`config.mk`:
```
export PLATFORM = sky130hd
export DESIGN_NAME = l1_dcache_ctrl
export DESIGN_NICKNAME = d
export VERILOG_FILES = /design/src/hw/l1_dcache_pkg.sv /design/src/hw/l1_dcache_ctrl.sv
export SDC_FILE = /design/constraint.sdc
export NUM_CORES = 1
export LEC_CHECK = 0
export ABC_AREA = 1
export BUFFER_PORTS_ARGS = -buffer_cell sky130_fd_sc_hd__buf_2
export CAP_MARGIN = 40
export CELL_PAD_IN_SITES_DETAIL_PLACEMENT = 0
export CELL_PAD_IN_SITES_GLOBAL_PLACEMENT = 1
export CORE_AREA = 2 2 393 395
export DETAILED_ROUTE_END_ITERATION = 12
export DIE_AREA = 0 0 395 397
export PLACE_DENSITY_LB_ADDON = 0.1
export SYNTH_ARGS = -nofsm -noshare
export SYNTH_HDL_FRONTEND = slang
export SYNTH_SLANG_ARGS = --single-unit
```
`constraint.sdc`:
```
create_clock -name clk -period 6.1 [get_ports clk]
set_input_delay 0.305 -clock clk [delete_from_list [all_inputs] [get_ports clk]]
set_output_delay 0.305 -clock clk [all_outputs]
set_load 0.05 [all_outputs]
```
`src/hw/l1_dcache_pkg.sv`:
```
package l1_dcache_pkg;

    localparam logic [15:0] io_region   = 16'hbfaf;     // upper half that selects the device window
    localparam int          line_words  = 4;
    localparam int          line_w      = 32 * line_words;
    localparam int          index_max_w = 12;           // widest set index a field can carry
    localparam int          tag_max_w   = 28;           // wide enough for any index width

    typedef struct packed {
        logic [31:0] addr;
        logic [31:0] wdata;
        logic [3:0]  wstrb;                             // any bit set makes it a store
        logic        rd;
    } cpu_req_t;

    // same address word, seen by the cache or by the device window
    typedef union packed {
        struct packed {
            logic [21:0] tag;
            logic [5:0]  index;
            logic [1:0]  word;
            logic [1:0]  byte_off;
        } cache;
        struct packed {
            logic [15:0] region;
            logic [15:0] offset;
        } dev;
    } cpu_addr_u;

    typedef struct packed {
        logic              wr;
        logic [31:0]       addr;                        // line aligned
        logic [line_w-1:0] line;
    } mem_req_t;

    typedef struct packed {
        logic        wr;
        logic [31:0] addr;
        logic [31:0] data;
        logic [3:0]  strb;
    } io_req_t;

    typedef struct packed {
        logic                 valid;
        logic                 dirty;
        logic [tag_max_w-1:0] tag;
        logic [line_w-1:0]    line;
    } way_lookup_t;

    typedef struct packed {
        logic [index_max_w-1:0] index;
        logic [4*line_words-1:0] be;
        logic [line_w-1:0]      line;
        logic [tag_max_w-1:0]   tag;
        logic                   set_valid;
        logic                   set_dirty;
        logic                   clr_dirty;
    } way_write_t;

endpackage

```
`src/hw/l1_dcache_ctrl.sv`:
```
`timescale 1ns/1ps

module l1_dcache_ctrl
    import l1_dcache_pkg::*;
#(
    parameter int index_w = 6
)
(
    input  logic               clk,
    input  logic               rst,
    input  logic               cpu_valid,
    input  cpu_req_t           cpu_req,
    output logic               cpu_ready,
    output logic               rdata_valid,
    output logic [31:0]        rdata,
    input  way_lookup_t        way0,
    input  way_lookup_t        way1,
    output logic [index_w-1:0] rd_index,
    output way_write_t         wr,
    output logic               wr_sel0,
    output logic               wr_sel1,
    output logic               mem_req,
    output mem_req_t           mem_out,
    input  logic               mem_ack,
    input  logic [line_w-1:0]  mem_rline,
    output logic               io_req,
    output io_req_t            io_out,
    input  logic               io_ack,
    input  logic [31:0]        io_rdata
);

    localparam int sets  = 1 << index_w;
    localparam int tag_w = 32 - index_w - 4;

    typedef enum logic [2:0] {st_idle, st_wb, st_fill, st_refill, st_uncached} state_t;

    state_t             state_q;
    logic               run_q;          // set one edge after reset
    logic               s1_valid;       // lookup stage occupied
    cpu_req_t           s1_req;
    cpu_addr_u          s1_addr;
    logic [index_w-1:0] s1_index;
    logic [tag_w-1:0]   s1_tag;
    logic               s1_store;
    logic               s1_load;
    logic               s1_act;
    logic               s1_io;
    logic               s1_hit;
    logic               s1_miss;
    logic               hit0;
    logic               hit1;
    logic               hit_way;
    logic               in_idle;
    logic               refill;
    logic               accept;
    logic               victim;
    logic               victim_q;
    way_lookup_t        vict_lk;
    logic               start_wb;
    logic               start_fill;
    logic [sets-1:0]    lru_q;          // least recently used way per set
    logic [line_w-1:0]  hit_line;
    logic [31:0]        hit_word;
    logic [15:0]        store_be;
    logic [line_w-1:0]  store_line;
    logic [line_w-1:0]  fill_merge;
    logic [line_w-1:0]  fill_line_q;
    logic [31:0]        fill_word;
    logic               load_done;
    logic [31:0]        load_word;

    assign s1_addr  = s1_req.addr;
    assign s1_index = s1_req.addr[index_w+3:4];
    assign s1_tag   = s1_req.addr[31:index_w+4];
    assign s1_store = |s1_req.wstrb;
    assign s1_load  = s1_req.rd && !s1_store;
    assign s1_act   = s1_valid && (s1_load || s1_store);
    assign s1_io    = s1_addr.dev.region == io_region;

    assign hit0    = way0.valid && (way0.tag[tag_w-1:0] == s1_tag);
    assign hit1    = way1.valid && (way1.tag[tag_w-1:0] == s1_tag);
    assign hit_way = !hit0;
    assign s1_hit  = s1_act && !s1_io && (hit0 || hit1);
    assign s1_miss = s1_act && !s1_io && !(hit0 || hit1);

    assign in_idle = state_q == st_idle;
    assign refill  = state_q == st_refill;

    // only a load hit lets the next request in behind it
    assign cpu_ready = run_q && in_idle && (!s1_act || (s1_load && s1_hit));
    assign accept    = cpu_valid && cpu_ready;
    assign rd_index  = cpu_ready ? cpu_req.addr[index_w+3:4] : s1_index;

    assign hit_line = hit_way ? way1.line : way0.line;
    assign hit_word = hit_line[{s1_addr.cache.word, 5'b00000} +: 32];

    assign store_be   = 16'(s1_req.wstrb) << {s1_addr.cache.word, 2'b00};
    assign store_line = {line_words{s1_req.wdata}};

    // empty way first, else the lru one
    assign victim  = !way0.valid ? 1'b0 : (!way1.valid ? 1'b1 : lru_q[s1_index]);
    assign vict_lk = victim ? way1 : way0;

    assign start_wb   = in_idle && s1_miss && vict_lk.valid && vict_lk.dirty;
    assign start_fill = (in_idle && s1_miss && !(vict_lk.valid && vict_lk.dirty)) ||
                        (state_q == st_wb && !mem_req && !mem_ack);

    always_comb
    begin
        for (int b = 0; b < 4*line_words; b++)
            fill_merge[8*b +: 8] = store_be[b] ? store_line[8*b +: 8] : mem_rline[8*b +: 8];
    end

    assign fill_word = fill_line_q[{s1_addr.cache.word, 5'b00000} +: 32];

    // where a load result comes from in each state
    always_comb
    begin
        load_done = 1'b0;
        load_word = hit_word;
        case (state_q)
            st_idle:
                load_done = s1_hit && s1_load;
            st_refill:
            begin
                load_done = s1_load;
                load_word = fill_word;
            end
            st_uncached:
            begin
                load_done = s1_load && io_req && io_ack;
                load_word = io_rdata;
            end
            default:
                load_done = 1'b0;
        endcase
    end

    assign wr_sel0 = (in_idle && s1_hit && s1_store && !hit_way) || (refill && !victim_q);
    assign wr_sel1 = (in_idle && s1_hit && s1_store && hit_way) || (refill && victim_q);

    assign wr.index     = index_max_w'(s1_index);
    assign wr.tag       = tag_max_w'(s1_tag);
    assign wr.be        = refill ? '1 : store_be;
    assign wr.line      = refill ? fill_line_q : store_line;
    assign wr.set_valid = refill;
    assign wr.set_dirty = s1_store;
    assign wr.clr_dirty = refill && !s1_store;

    assign io_out.wr   = s1_store;
    assign io_out.addr = s1_req.addr;
    assign io_out.data = s1_req.wdata;
    assign io_out.strb = s1_req.wstrb;

    always_ff @(posedge clk or negedge rst)
    begin
        if (!rst)
        begin
            state_q     <= st_idle;
            run_q       <= 1'b0;
            s1_valid    <= 1'b0;
            victim_q    <= 1'b0;
            lru_q       <= '0;
            mem_req     <= 1'b0;
            io_req      <= 1'b0;
            rdata_valid <= 1'b0;
        end
        else
        begin
            run_q       <= 1'b1;
            rdata_valid <= load_done;
            case (state_q)
                st_idle:
                begin
                    s1_valid <= accept || s1_miss || (s1_act && s1_io);
                    victim_q <= victim;
                    if (s1_act && s1_io)
                    begin
                        io_req  <= 1'b1;
                        state_q <= st_uncached;
                    end
                    else if (start_wb)
                    begin
                        mem_req <= 1'b1;
                        state_q <= st_wb;
                    end
                    else if (start_fill)
                    begin
                        mem_req <= 1'b1;
                        state_q <= st_fill;
                    end
                    else if (s1_hit)
                        lru_q[s1_index] <= !hit_way;
                end
                st_wb:
                begin
                    if (mem_req && mem_ack)
                        mem_req <= 1'b0;
                    else if (start_fill)            // ack dropped, line read follows
                    begin
                        mem_req <= 1'b1;
                        state_q <= st_fill;
                    end
                end
                st_fill:
                begin
                    if (mem_req && mem_ack)
                        mem_req <= 1'b0;
                    else if (!mem_req && !mem_ack)
                        state_q <= st_refill;
                end
                st_refill:
                begin
                    lru_q[s1_index] <= !victim_q;
                    s1_valid        <= 1'b0;
                    state_q         <= st_idle;
                end
                st_uncached:
                begin
                    if (io_req && io_ack)
                        io_req <= 1'b0;
                    else if (!io_req && !io_ack)
                    begin
                        s1_valid <= 1'b0;
                        state_q  <= st_idle;
                    end
                end
                default:
                    state_q <= st_idle;
            endcase
        end
    end

    always_ff @(posedge clk)
    begin
        if (accept)
            s1_req <= cpu_req;
        if (load_done)
            rdata <= load_word;
        if (state_q == st_fill && mem_req && mem_ack)
            fill_line_q <= fill_merge;          // store bytes land over the fetched line
        if (start_wb)
        begin
            mem_out.wr   <= 1'b1;
            mem_out.addr <= {vict_lk.tag[tag_w-1:0], s1_index, 4'b0000};
            mem_out.line <= vict_lk.line;
        end
        else if (start_fill)
        begin
            mem_out.wr   <= 1'b0;
            mem_out.addr <= {s1_req.addr[31:4], 4'b0000};
            mem_out.line <= '0;
        end
    end

endmodule

```
# Word level (Yosys, flattened, before mapping)
# Index checks and enable logic that the tools add are counted.
totals:
  n_memories: 0
  mem_bits_rw: 0
  elab_cells: 166
  rom_bits: 0
  reg_bits: 459
  latchBits: 0
classes:
  div_mod_pow: 0
  shifts: 3
  eq_ne: 19
  n_addsub: 0
  mul: 0
  n_mux: 59
  bitwise_logic: 0
  n_reduce_logical: 66
  n_lt_le_gt_ge: 2
op_table:
  columns: ["cell", "count"]
  rows:
  - ["$mux 160", 2]
  - ["$mux 128", 2]
  - ["$mux 64", 4]
  - ["$shiftx 128x8->32", 2]
  - ["$mux 158", 1]
  - ["$bwmux 64", 2]
  - ["$mux 8", 16]
  - ["$pmux 64 s2", 1]
  - ["$pmux 32 s2", 1]
  - ["$eq 22x22->1", 2]
  - ["$logic_and 1x1->1", 35]
  - ["$mux 3", 8]
  - ["$ne 2x2->1 const B", 11]
  - ["$eq 16x16->1 const B", 1]
  - ["$mux 16", 1]
  - ["$shl 4x4->16", 1]
  - ["$mux 1", 13]
  - ["$pmux 3 s4", 1]
  - ["$logic_not 1->1", 11]
  - ["$reduce_and 5->1", 2]
  - ["$pmux 1 s3", 3]
  - ["$reduce_and 3->1", 3]
  - ["$logic_or 1x1->1", 8]
  - ["$lt 6x7->1 const B", 1]
  - ["13 further kinds", 17]

# Depth between registers and ports, before layout
# Gate-level depths: netlist of run 1.
depth:
  depth_word: 14
  mapped_depth: 20
  ltp_nobuf: 18

# Least setup slack after synthesis of run 1
# No wires, ideal clock.
synth_path:
  kind: "register to register"
  start: "register mem_req"
  end: "register fill_line_q[0], enable pin"
  arrival_time_ps: 6175
  slack_ps: -692
  stages_incl_launch_ff: 3
  setup_time_ps: 617
  period_less_slack_ps: 6792
  required_ps: 5483
  path_cell_list: "dfrtp_1 -> nand2_1 -> nor2_1"
synth_via:
  elab_chain_len: 2
synth_rtl:
  columns: ["element", "line", "rtl"]
  rows:
  - ["start, declared", "l1_dcache_ctrl.sv:22", "output logic mem_req,"]
  - ["start signal, assigned", "l1_dcache_ctrl.sv:164", "mem_req <= 1'b0;"]
  - ["start signal, assigned", "l1_dcache_ctrl.sv:184", "mem_req <= 1'b1;"]
  - ["start signal, assigned", "l1_dcache_ctrl.sv:189", "mem_req <= 1'b1;"]
  - ["$logic_and 1x1->1 (2 in a row)", "l1_dcache_ctrl.sv:240", "if (state_q == st_fill && mem_req && mem_ack)"]
  - ["end signal, assigned", "l1_dcache_ctrl.sv:241", "fill_line_q <= fill_merge;"]
  - ["end, declared", "l1_dcache_ctrl.sv:67", "logic [line_w-1:0] fill_line_q;"]
# Every way passes these cells.
# A chain may end at the register's enable or synchronous reset.

# Worst setup path in the final report of run 1
layout_path:
  start: "register s1_addr[29] (netlist name)"
  end: "register mem_out[83] in the netlist's numbering, data pin"
layout_via:
  elab_chain_len: 9
  elab_cells_between_ends: 14
  classes_between: "eq/ne: 3; mux: 1; reduce/logical: 10"
layout_rtl:
  columns: ["element", "line", "rtl"]
  rows:
  - ["$eq 22x22->1 (on tied branches)", "l1_dcache_ctrl.sv:80, l1_dcache_ctrl.sv:81", null]
  - ["$logic_and 1x1->1 (on tied branches)", "l1_dcache_ctrl.sv:80, l1_dcache_ctrl.sv:81", null]
  - ["$logic_or 1x1->1", "l1_dcache_ctrl.sv:84", "assign s1_miss = s1_act && !s1_io && !(hit0 || hit1);"]
  - ["$logic_not 1->1", "l1_dcache_ctrl.sv:84", null]
  - ["$logic_and 1x1->1 *", "l1_dcache_ctrl.sv:84", null]
  - ["$logic_and 1x1->1 * (3 in a row)", "l1_dcache_ctrl.sv:104", "assign start_wb = in_idle && s1_miss && vict_lk.valid && vict_lk.dirty;"]
  - ["$mux 160 *", "l1_dcache_ctrl.sv:242", "if (start_wb)"]
  - ["end, declared", "l1_dcache_ctrl.sv:23", "output mem_req_t mem_out,"]
# Every way passes the cells marked *; elsewhere a longest branch is shown, timed or not.

==> impl_metrics.csv, run 1 <==
group,metric,value,unit
clock_tree,root_buffer,"clkbuf_16",
timing,max_slew_margin,23.89,%
timing,rsz0062_at_grt,"no",
grt,met3_usage,5.013,%
critical_path,endpoint_kind,"register",
grt,grt_antenna_before_repair,60,
timing,setup_viol,0,
routing,vias,28830,
timing,setup_tns,0,ns
routing,ant_nets,0,
timing,period_share,74.61,%
grt,grt_max_degree,157,
finish,fillers,17240,
floorplanning,io_pins,1011,
critical_path,critical_path_class,"register to register",
floorplanning,dieArea,0.1568,mm2
critical_path,crit_fanout,44,
grt,met2_usage,33.32,%
place,post-place-ws,1.981,ns
logic_synthesis,muxShareOfSynthArea,0.3608,%
logic_synthesis,synth_fa_ha_area_share,0,%
place,routabilityCongestion,0.8242,
routing,via_per_inst,4.198,
routing,firstDrtPassIters,7,
clock_tree,clkSinkCount,459,
grt,grt_use_met1,29.83,%
critical_path,r2r_cells,11,
power,power,15090,uW
critical_path,required,6.51,ns
critical_path,rr_startpoint,"s1_addr[29]",
grt,grtUsageTotal,21.54,%
critical_path,r2r_slack,1.55,ns
run_status,status,"complete, no violations",
flow_run,maxCapViolations,0,
logic_synthesis,synth_top_family_by_area,"simple AND/OR/NAND/NOR gates",
place,dp_hpwl,134500,um
place,place_area,0.03427,mm2
finish,drive_above_1_share,28.14,%
logic_synthesis,ys.flop_type,"edfxtp_1",
critical_path,startpoint,"s1_addr[29]",
timing,hold_violations,0,
finish,final_area,0.04077,mm2
timing,fin_skew,0.03642,ns
floorplanning,initial_core_util,18.14,%
logic_synthesis,ys_types,42,
timing,period_minus_slack,4.551,ns
logic_synthesis,async_flop_share,15.90,%
routing,routedWlPerCell,25.48,um
finish,syn2layout_area_growth,46.93,%
logic_synthesis,yosys_warnings,0,
logic_synthesis,yosys.area_share.xor_xnor,0.3788,%
clock_tree,clk_pin_slew,0.06,ns
floorplanning,dieWidth,395,um
critical_path,cpMostUsedCell,"nand3_4",
critical_path,slowest_delay,0.62,ns
logic_synthesis,synth_area_per_cell,7.936,um2
logic_synthesis,synth_edf_count,385,
clock_tree,cts_buffers,70,
grt,grt.busiest_layer,"met2",
logic_synthesis,yosys.area_share.simple,25.16,%
hold_path,hold_class,"input pin to register",
routing,drc,0,
timing,fmax,219.7,MHz
logic_synthesis,ys_ff_latch,459,
timing,tightest_slew,1.142,ns
clock_tree,clockBufferDepth,3,
power,p_leak,0.01950,uW
critical_path,start_kind,"register",
logic_synthesis,synthesis.area,0.02774,mm2
floorplanning,die_y,397,um
critical_path,critical_path.endpoint,"mem_out[83]",
grt,grt_pass1_wl,236800,um
clock_tree,worstSkewPairLatency,0.67,ns
power,pwr_density_cell,370.2,mW/mm2
critical_path,rr_endpoint,"mem_out[83]",
critical_path,worstPathArrival,4.96,ns
finish,nNetsFinal,5295,
routing,routed_wirelength,175000,um
grt,grt_pass1_vias,29040,
clock_tree,cts_tree,"done",
timing,drv_slew,0,
critical_path,crit_chain,"or2_0 > a21oi_1 > nand4_1 > nor2_1 > nand3_4 > nand3_1 > inv_1 > nand3_4 > buf_4 > a21oi_2 > dlygate4sd3_1",
logic_synthesis,postSynthCellCount,3496,
clock_tree,cts_setup_buffers,0,
critical_path,crit_path_top_delay_cell,"nand3_1",
floorplanning,placeableCoreArea,0.1530,mm2
routing,drt_iter0_markers,1695,
logic_synthesis,seq_area_frac_synth,48.33,%
clock_tree,htree_num_levels,3,
logic_synthesis,synth_compound_area_share,14.21,%
floorplanning,num_rows,144,
grt,grt_overflow,0,
timing,setup_ws,1.549,ns
place,portBuffers,982,
power,ir_drop,0.2734,mV
-- layer usage --
layer / vias up / wire [um]
li1: 13830 / -
met1: 13850 / 81780
met2: 917 / 77410
met3: 214 / 11300
met4: 30 / 4363
met5: - / 175
-- worst min-delay path by stage --
stage	depth (start not counted)	slack [ns]	start	end
after CTS	3	0.00003	way1[45]	mem_out[45]
after detailed placement	1	0.22	rst	lru_q[9]
after floorplan	0	0.009	rst	io_req
after global routing	3	0.03	way1[62]	mem_out[62]
final	3	0.05	way1[62]	mem_out[62]
after global placement	2	0.46	mem_out[160]	mem_out[160]
-- metrics by stage --
stage / instances / hold slack [ns] / util (%)
floorplan: 3511 / 0.009409 / -
global placement: 6282 / 0.4605 / 22.27
detailed placement: 6294 / 0.2186 / 22.40
CTS: 6844 / 0.00003131 / 26.61
global route: 6861 / 0.02737 / 26.64
finish: 6869 / 0.05371 / 26.65
-- state kept, by name, summed over array words and instances (netlist names) --
register / cells
run_q: 1
rdata_valid: 1
io_out: 36
victim_q: 1
s1_addr: 32
s1_valid: 1
io_req: 1
rdata: 32
mem_out: 157
fill_line_q: 128
state_q: 3
lru_q: 64
mem_req: 1
s1_req: 1
-- area by class of cell --
class	count	area (um2)	area share (%)
antenna	24	60.06	0.1473
clock buffer	92	1886	4.625
clock inverter	36	324.1	0.7949
inverter	366	1385	3.398
multi-input combinational	2376	11270	27.65
sequential	459	13410	32.89
tap	2044	2557	6.274
timing repair buffer	1472	9874	24.22
-- power by group --
part	total (uW)	switching, uW	internal, uW
combinational	6580	5170	1410
sequential	4390	246	4140
clock	4120	1760	2360
-- logic make-up (layout without fill, tap and decap cells) --
| logic type | count (synthesis) | after routing |
|---|---|---|
| and+or+nand+nor | 1706 | 1706 |
| buffers and inverters | 676 | 1966 |
| AOI/OAI and AO/OA | 631 | 631 |
| DFF | 459 | 459 |
| xor gates and xnor gates | 12 | 12 |
| muxes | 10 | 10 |
| other | 2 | 41 |
-- cells in the mapped netlist (6+ instances only) --
| master | count | area share, % |
|---|---|---|
| nand2_1 | 1088 | 15 |
| nand3_1 | 272 | 4.9 |
| nor3_1 | 6 | 0.11 |
| o21ai_0 | 249 | 4.5 |
| inv_2 | 10 | 0.14 |
| nor2_1 | 272 | 3.7 |
| buf_2 | 53 | 0.96 |
| a21oi_1 | 109 | 2.0 |
| buf_4 | 118 | 3.2 |
| nand4_1 | 11 | 0.25 |
| o21ai_2 | 12 | 0.38 |
| o21ai_1 | 22 | 0.40 |
| a21oi_2 | 123 | 3.9 |
| dfrtp_1 | 73 | 6.6 |
| clkbuf_1 | 110 | 1.5 |
| or2_2 | 35 | 0.79 |
| o22ai_1 | 10 | 0.23 |
| edfxtp_1 | 385 | 42 |
| buf_6 | 20 | 0.81 |
| inv_1 | 353 | 4.8 |
| mux2i_1 | 10 | 0.36 |
| o21bai_1 | 96 | 2.6 |
| xnor2_1 | 8 | 0.25 |
| buf_1 | 9 | 0.12 |
-- critical path: cells and delay by family (launching register included) --
| family | cells | cell delay, ns |
|---|---|---|
| buffers and inverters | 3 | 1.21 |
| AOI/OAI and AO/OA | 2 | 0.20 |
| and+or+nand+nor | 6 | 2.28 |
| DFF | 1 | 0.50 |
-- cell usage in the layout, fill, tap and decap left out, types with 22 or more instances in the layout --
cell           count
inv_1            351
nand2_1         1087
nor2_1           270
edfxtp_1         385
a21oi_1          109
diode_2           24
clkbuf_16         71
dfrtp_1           73
o21bai_1          96
a21oi_2          123
dlygate4sd3_1    422
buf_4             50
o21ai_0          249
buf_2            982
or2_2             35
o21ai_1           22
nand3_1          272
-- what timing repair did --
| action | CTS | global route |
|---|---|---|
| resized for setup | 0 | 0 |
| endpoints found under the hold margin | 394 | 0 |
| hold buffers | 422 | 0 |
| endpoints found under the setup margin | 0 | 0 |
Power figures use the tool's default switching activity.
==> run 2, diff against run 1 <==
- CORE_AREA: 2 2 393 395 -> 2 2 399 401
- DIE_AREA: 0 0 395 397 -> 0 0 401 403
- clock period: 6.1 -> 4.24 ns (I/O delays scaled with it)
==> run 2 against run 1 <==
Net effect: clock power grew 46%; clock-buffer cell count decreased by 8; global-route usage decreased by 0.43 points; maximum frequency up 14%; register-to-register slack worse by 1.3 ns; sequential power increased by 44%; largest cell class unchanged; utilization increased by 0.13 points.
==> impl_metrics.csv, run 2 (synthesis results as in run 1) <==
group,metric,value,unit
finish,regMostFlops,"mem_out",
hold_path,hold_class,"input pin to asynchronous set/reset pin",
routing,vias,29130,
floorplanning,placeableCoreArea,0.1575,mm2
clock_tree,cts_buffers,71,
finish,final_area,0.04217,mm2
timing,period_share,93.89,%
floorplanning,die_y,403,um
timing,rsz0062_at_grt,"no",
clock_tree,clockBufferDepth,3,
critical_path,critical_path_class,"register to register",
clock_tree,worstSkewPairLatency,0.68,ns
routing,routedWlPerCell,25.08,um
routing,routed_wirelength,176100,um
clock_tree,clk_pin_slew,0.05,ns
grt,grtUsageTotal,21.11,%
routing,via_per_inst,4.151,
finish,nNetsFinal,5416,
critical_path,crit_fanout,30,
grt,grt_max_degree,129,
clock_tree,cts_setup_buffers,0,
timing,period_minus_slack,3.981,ns
finish,largest_register_ff_count,157,
grt,grt_overflow,0,
floorplanning,initial_core_util,17.62,%
timing,setup_tns,0,ns
routing,firstDrtPassIters,7,
finish,syn2layout_area_growth,51.99,%
power,pwr_density_cell,519.5,mW/mm2
clock_tree,root_buffer,"clkbuf_16",
routing,ant_nets,0,
power,p_leak,0.02029,uW
timing,tightest_slew,0.9336,ns
finish,regArea,0.01341,mm2
critical_path,worstPathArrival,4.38,ns
routing,drt_iter0_markers,1804,
critical_path,start_kind,"register",
clock_tree,cts_tree,"done",
floorplanning,dieWidth,401,um
clock_tree,htree_num_levels,3,
finish,drive_above_1_share,28.05,%
clock_tree,clkSinkCount,459,
place,dp_hpwl,135900,um
flow_run,maxCapViolations,0,
finish,biggestRegsByFlops,"mem_out: 157 flops, fill_line_q: 128 flops, lru_q: 64 flops",
timing,max_slew_margin,37.76,%
floorplanning,num_rows,146,
place,portBuffers,982,
routing,drc,0,
critical_path,required,4.64,ns
timing,fmax,251.2,MHz
run_status,status,"complete, no violations",
floorplanning,io_pins,1011,
finish,fillers,17690,
place,place_area,0.03450,mm2
finish,final_common_cell,"nand2_1",
place,routabilityCongestion,0.8390,
timing,setup_viol,0,
critical_path,r2r_slack,0.26,ns
grt,grt_antenna_before_repair,48,
critical_path,endpoint_kind,"register",
place,dp.cells,6338,
timing,fin_skew,0.03096,ns
grt,grt_pass1_wl,239300,um
finish,multi_input_area,0.01130,mm2
timing,hold_violations,0,
floorplanning,dieArea,0.1616,mm2
grt,grt_pass1_vias,29290,
finish,mostFrequentLayoutCells,"nand2_1 (1,086), buf_2 (982), dlygate4sd3_1 (527)",
power,ir_drop,0.2840,mV
timing,drv_slew,0,
finish,layoutNonFillerInstCount,7019,
run 2: worst paths after layout:
check                             start             end  cells past startpoint
setup / recovery             s1_addr[6]     mem_out[17]                     15
hold / removal                      rst       lru_q[13]                      2
setup reg to reg             s1_addr[6]     mem_out[17]                     15
hold reg to reg            mem_out[160]    mem_out[160]                      2
max in group asynchronous           rst      state_q[0]                      3
min in group clk           mem_rline[9]  fill_line_q[9]                      3
run 2: where the power goes:
part	leakage [uW]	switching [uW]	internal, uW	total [uW]
clock network	0.00111	2540	3460	6000
logic	0.0145	7480	2090	9570
registers	0.00464	369	5970	6340
run 2: cell type report:
type	instances	area share [%]
Sequential cell	459	31.80
Tap cell	2072	6.148
Multi-Input combinational cell	2376	26.80
Clock inverter	42	1.068
Clock buffer	84	4.400
Inverter	366	3.305
Antenna cell	28	0.1662
Timing Repair Buffer	1592	26.32
run 2: critical path, stage by stage (launching register included):
cell           delay, ns
edfxtp_1            0.68
nor2_1              0.18
buf_4               0.23
nand3_1             0.09
nand2_1             0.06
o21ai_1             0.24
nand2_1             0.10
nor2_1              0.17
nand3_4             0.26
nand2_8             0.23
nand2_2             0.09
nand3_4             0.15
buf_12              0.26
buf_12              0.25
a21oi_1             0.06
dlygate4sd3_1       0.55
run 2: routing by layer:
layer,GRT usage [%],routed length (um),vias to the layer above
met1,30.37,85440,14030
met4,5.098,3880,8
met2,32.61,77020,870
met3,3.624,9682,170
li1,-,-,14060
met5,0,47,-
run 2: per-stage QoR:
stage                     setup WS (ns)  util [%]  hold WS [ns]  total power, uW
after floorplan                  0.6032         -      -0.08359            12320
after global placement           0.6384     21.82        0.2196            15760
after detailed placement         0.6374     21.91        0.2183            15770
after CTS                       0.05567     26.73      0.005693            22320
after global routing           0.009467     26.75       0.04819            22960
final                            0.2590     26.78       0.04921            21910
run 2: what timing repair did:
item,4_1_cts,5_1_grt
hold buffers,527,0
hold endpoints to repair,419,0
resized for setup,0,5
setup endpoints to repair,0,32
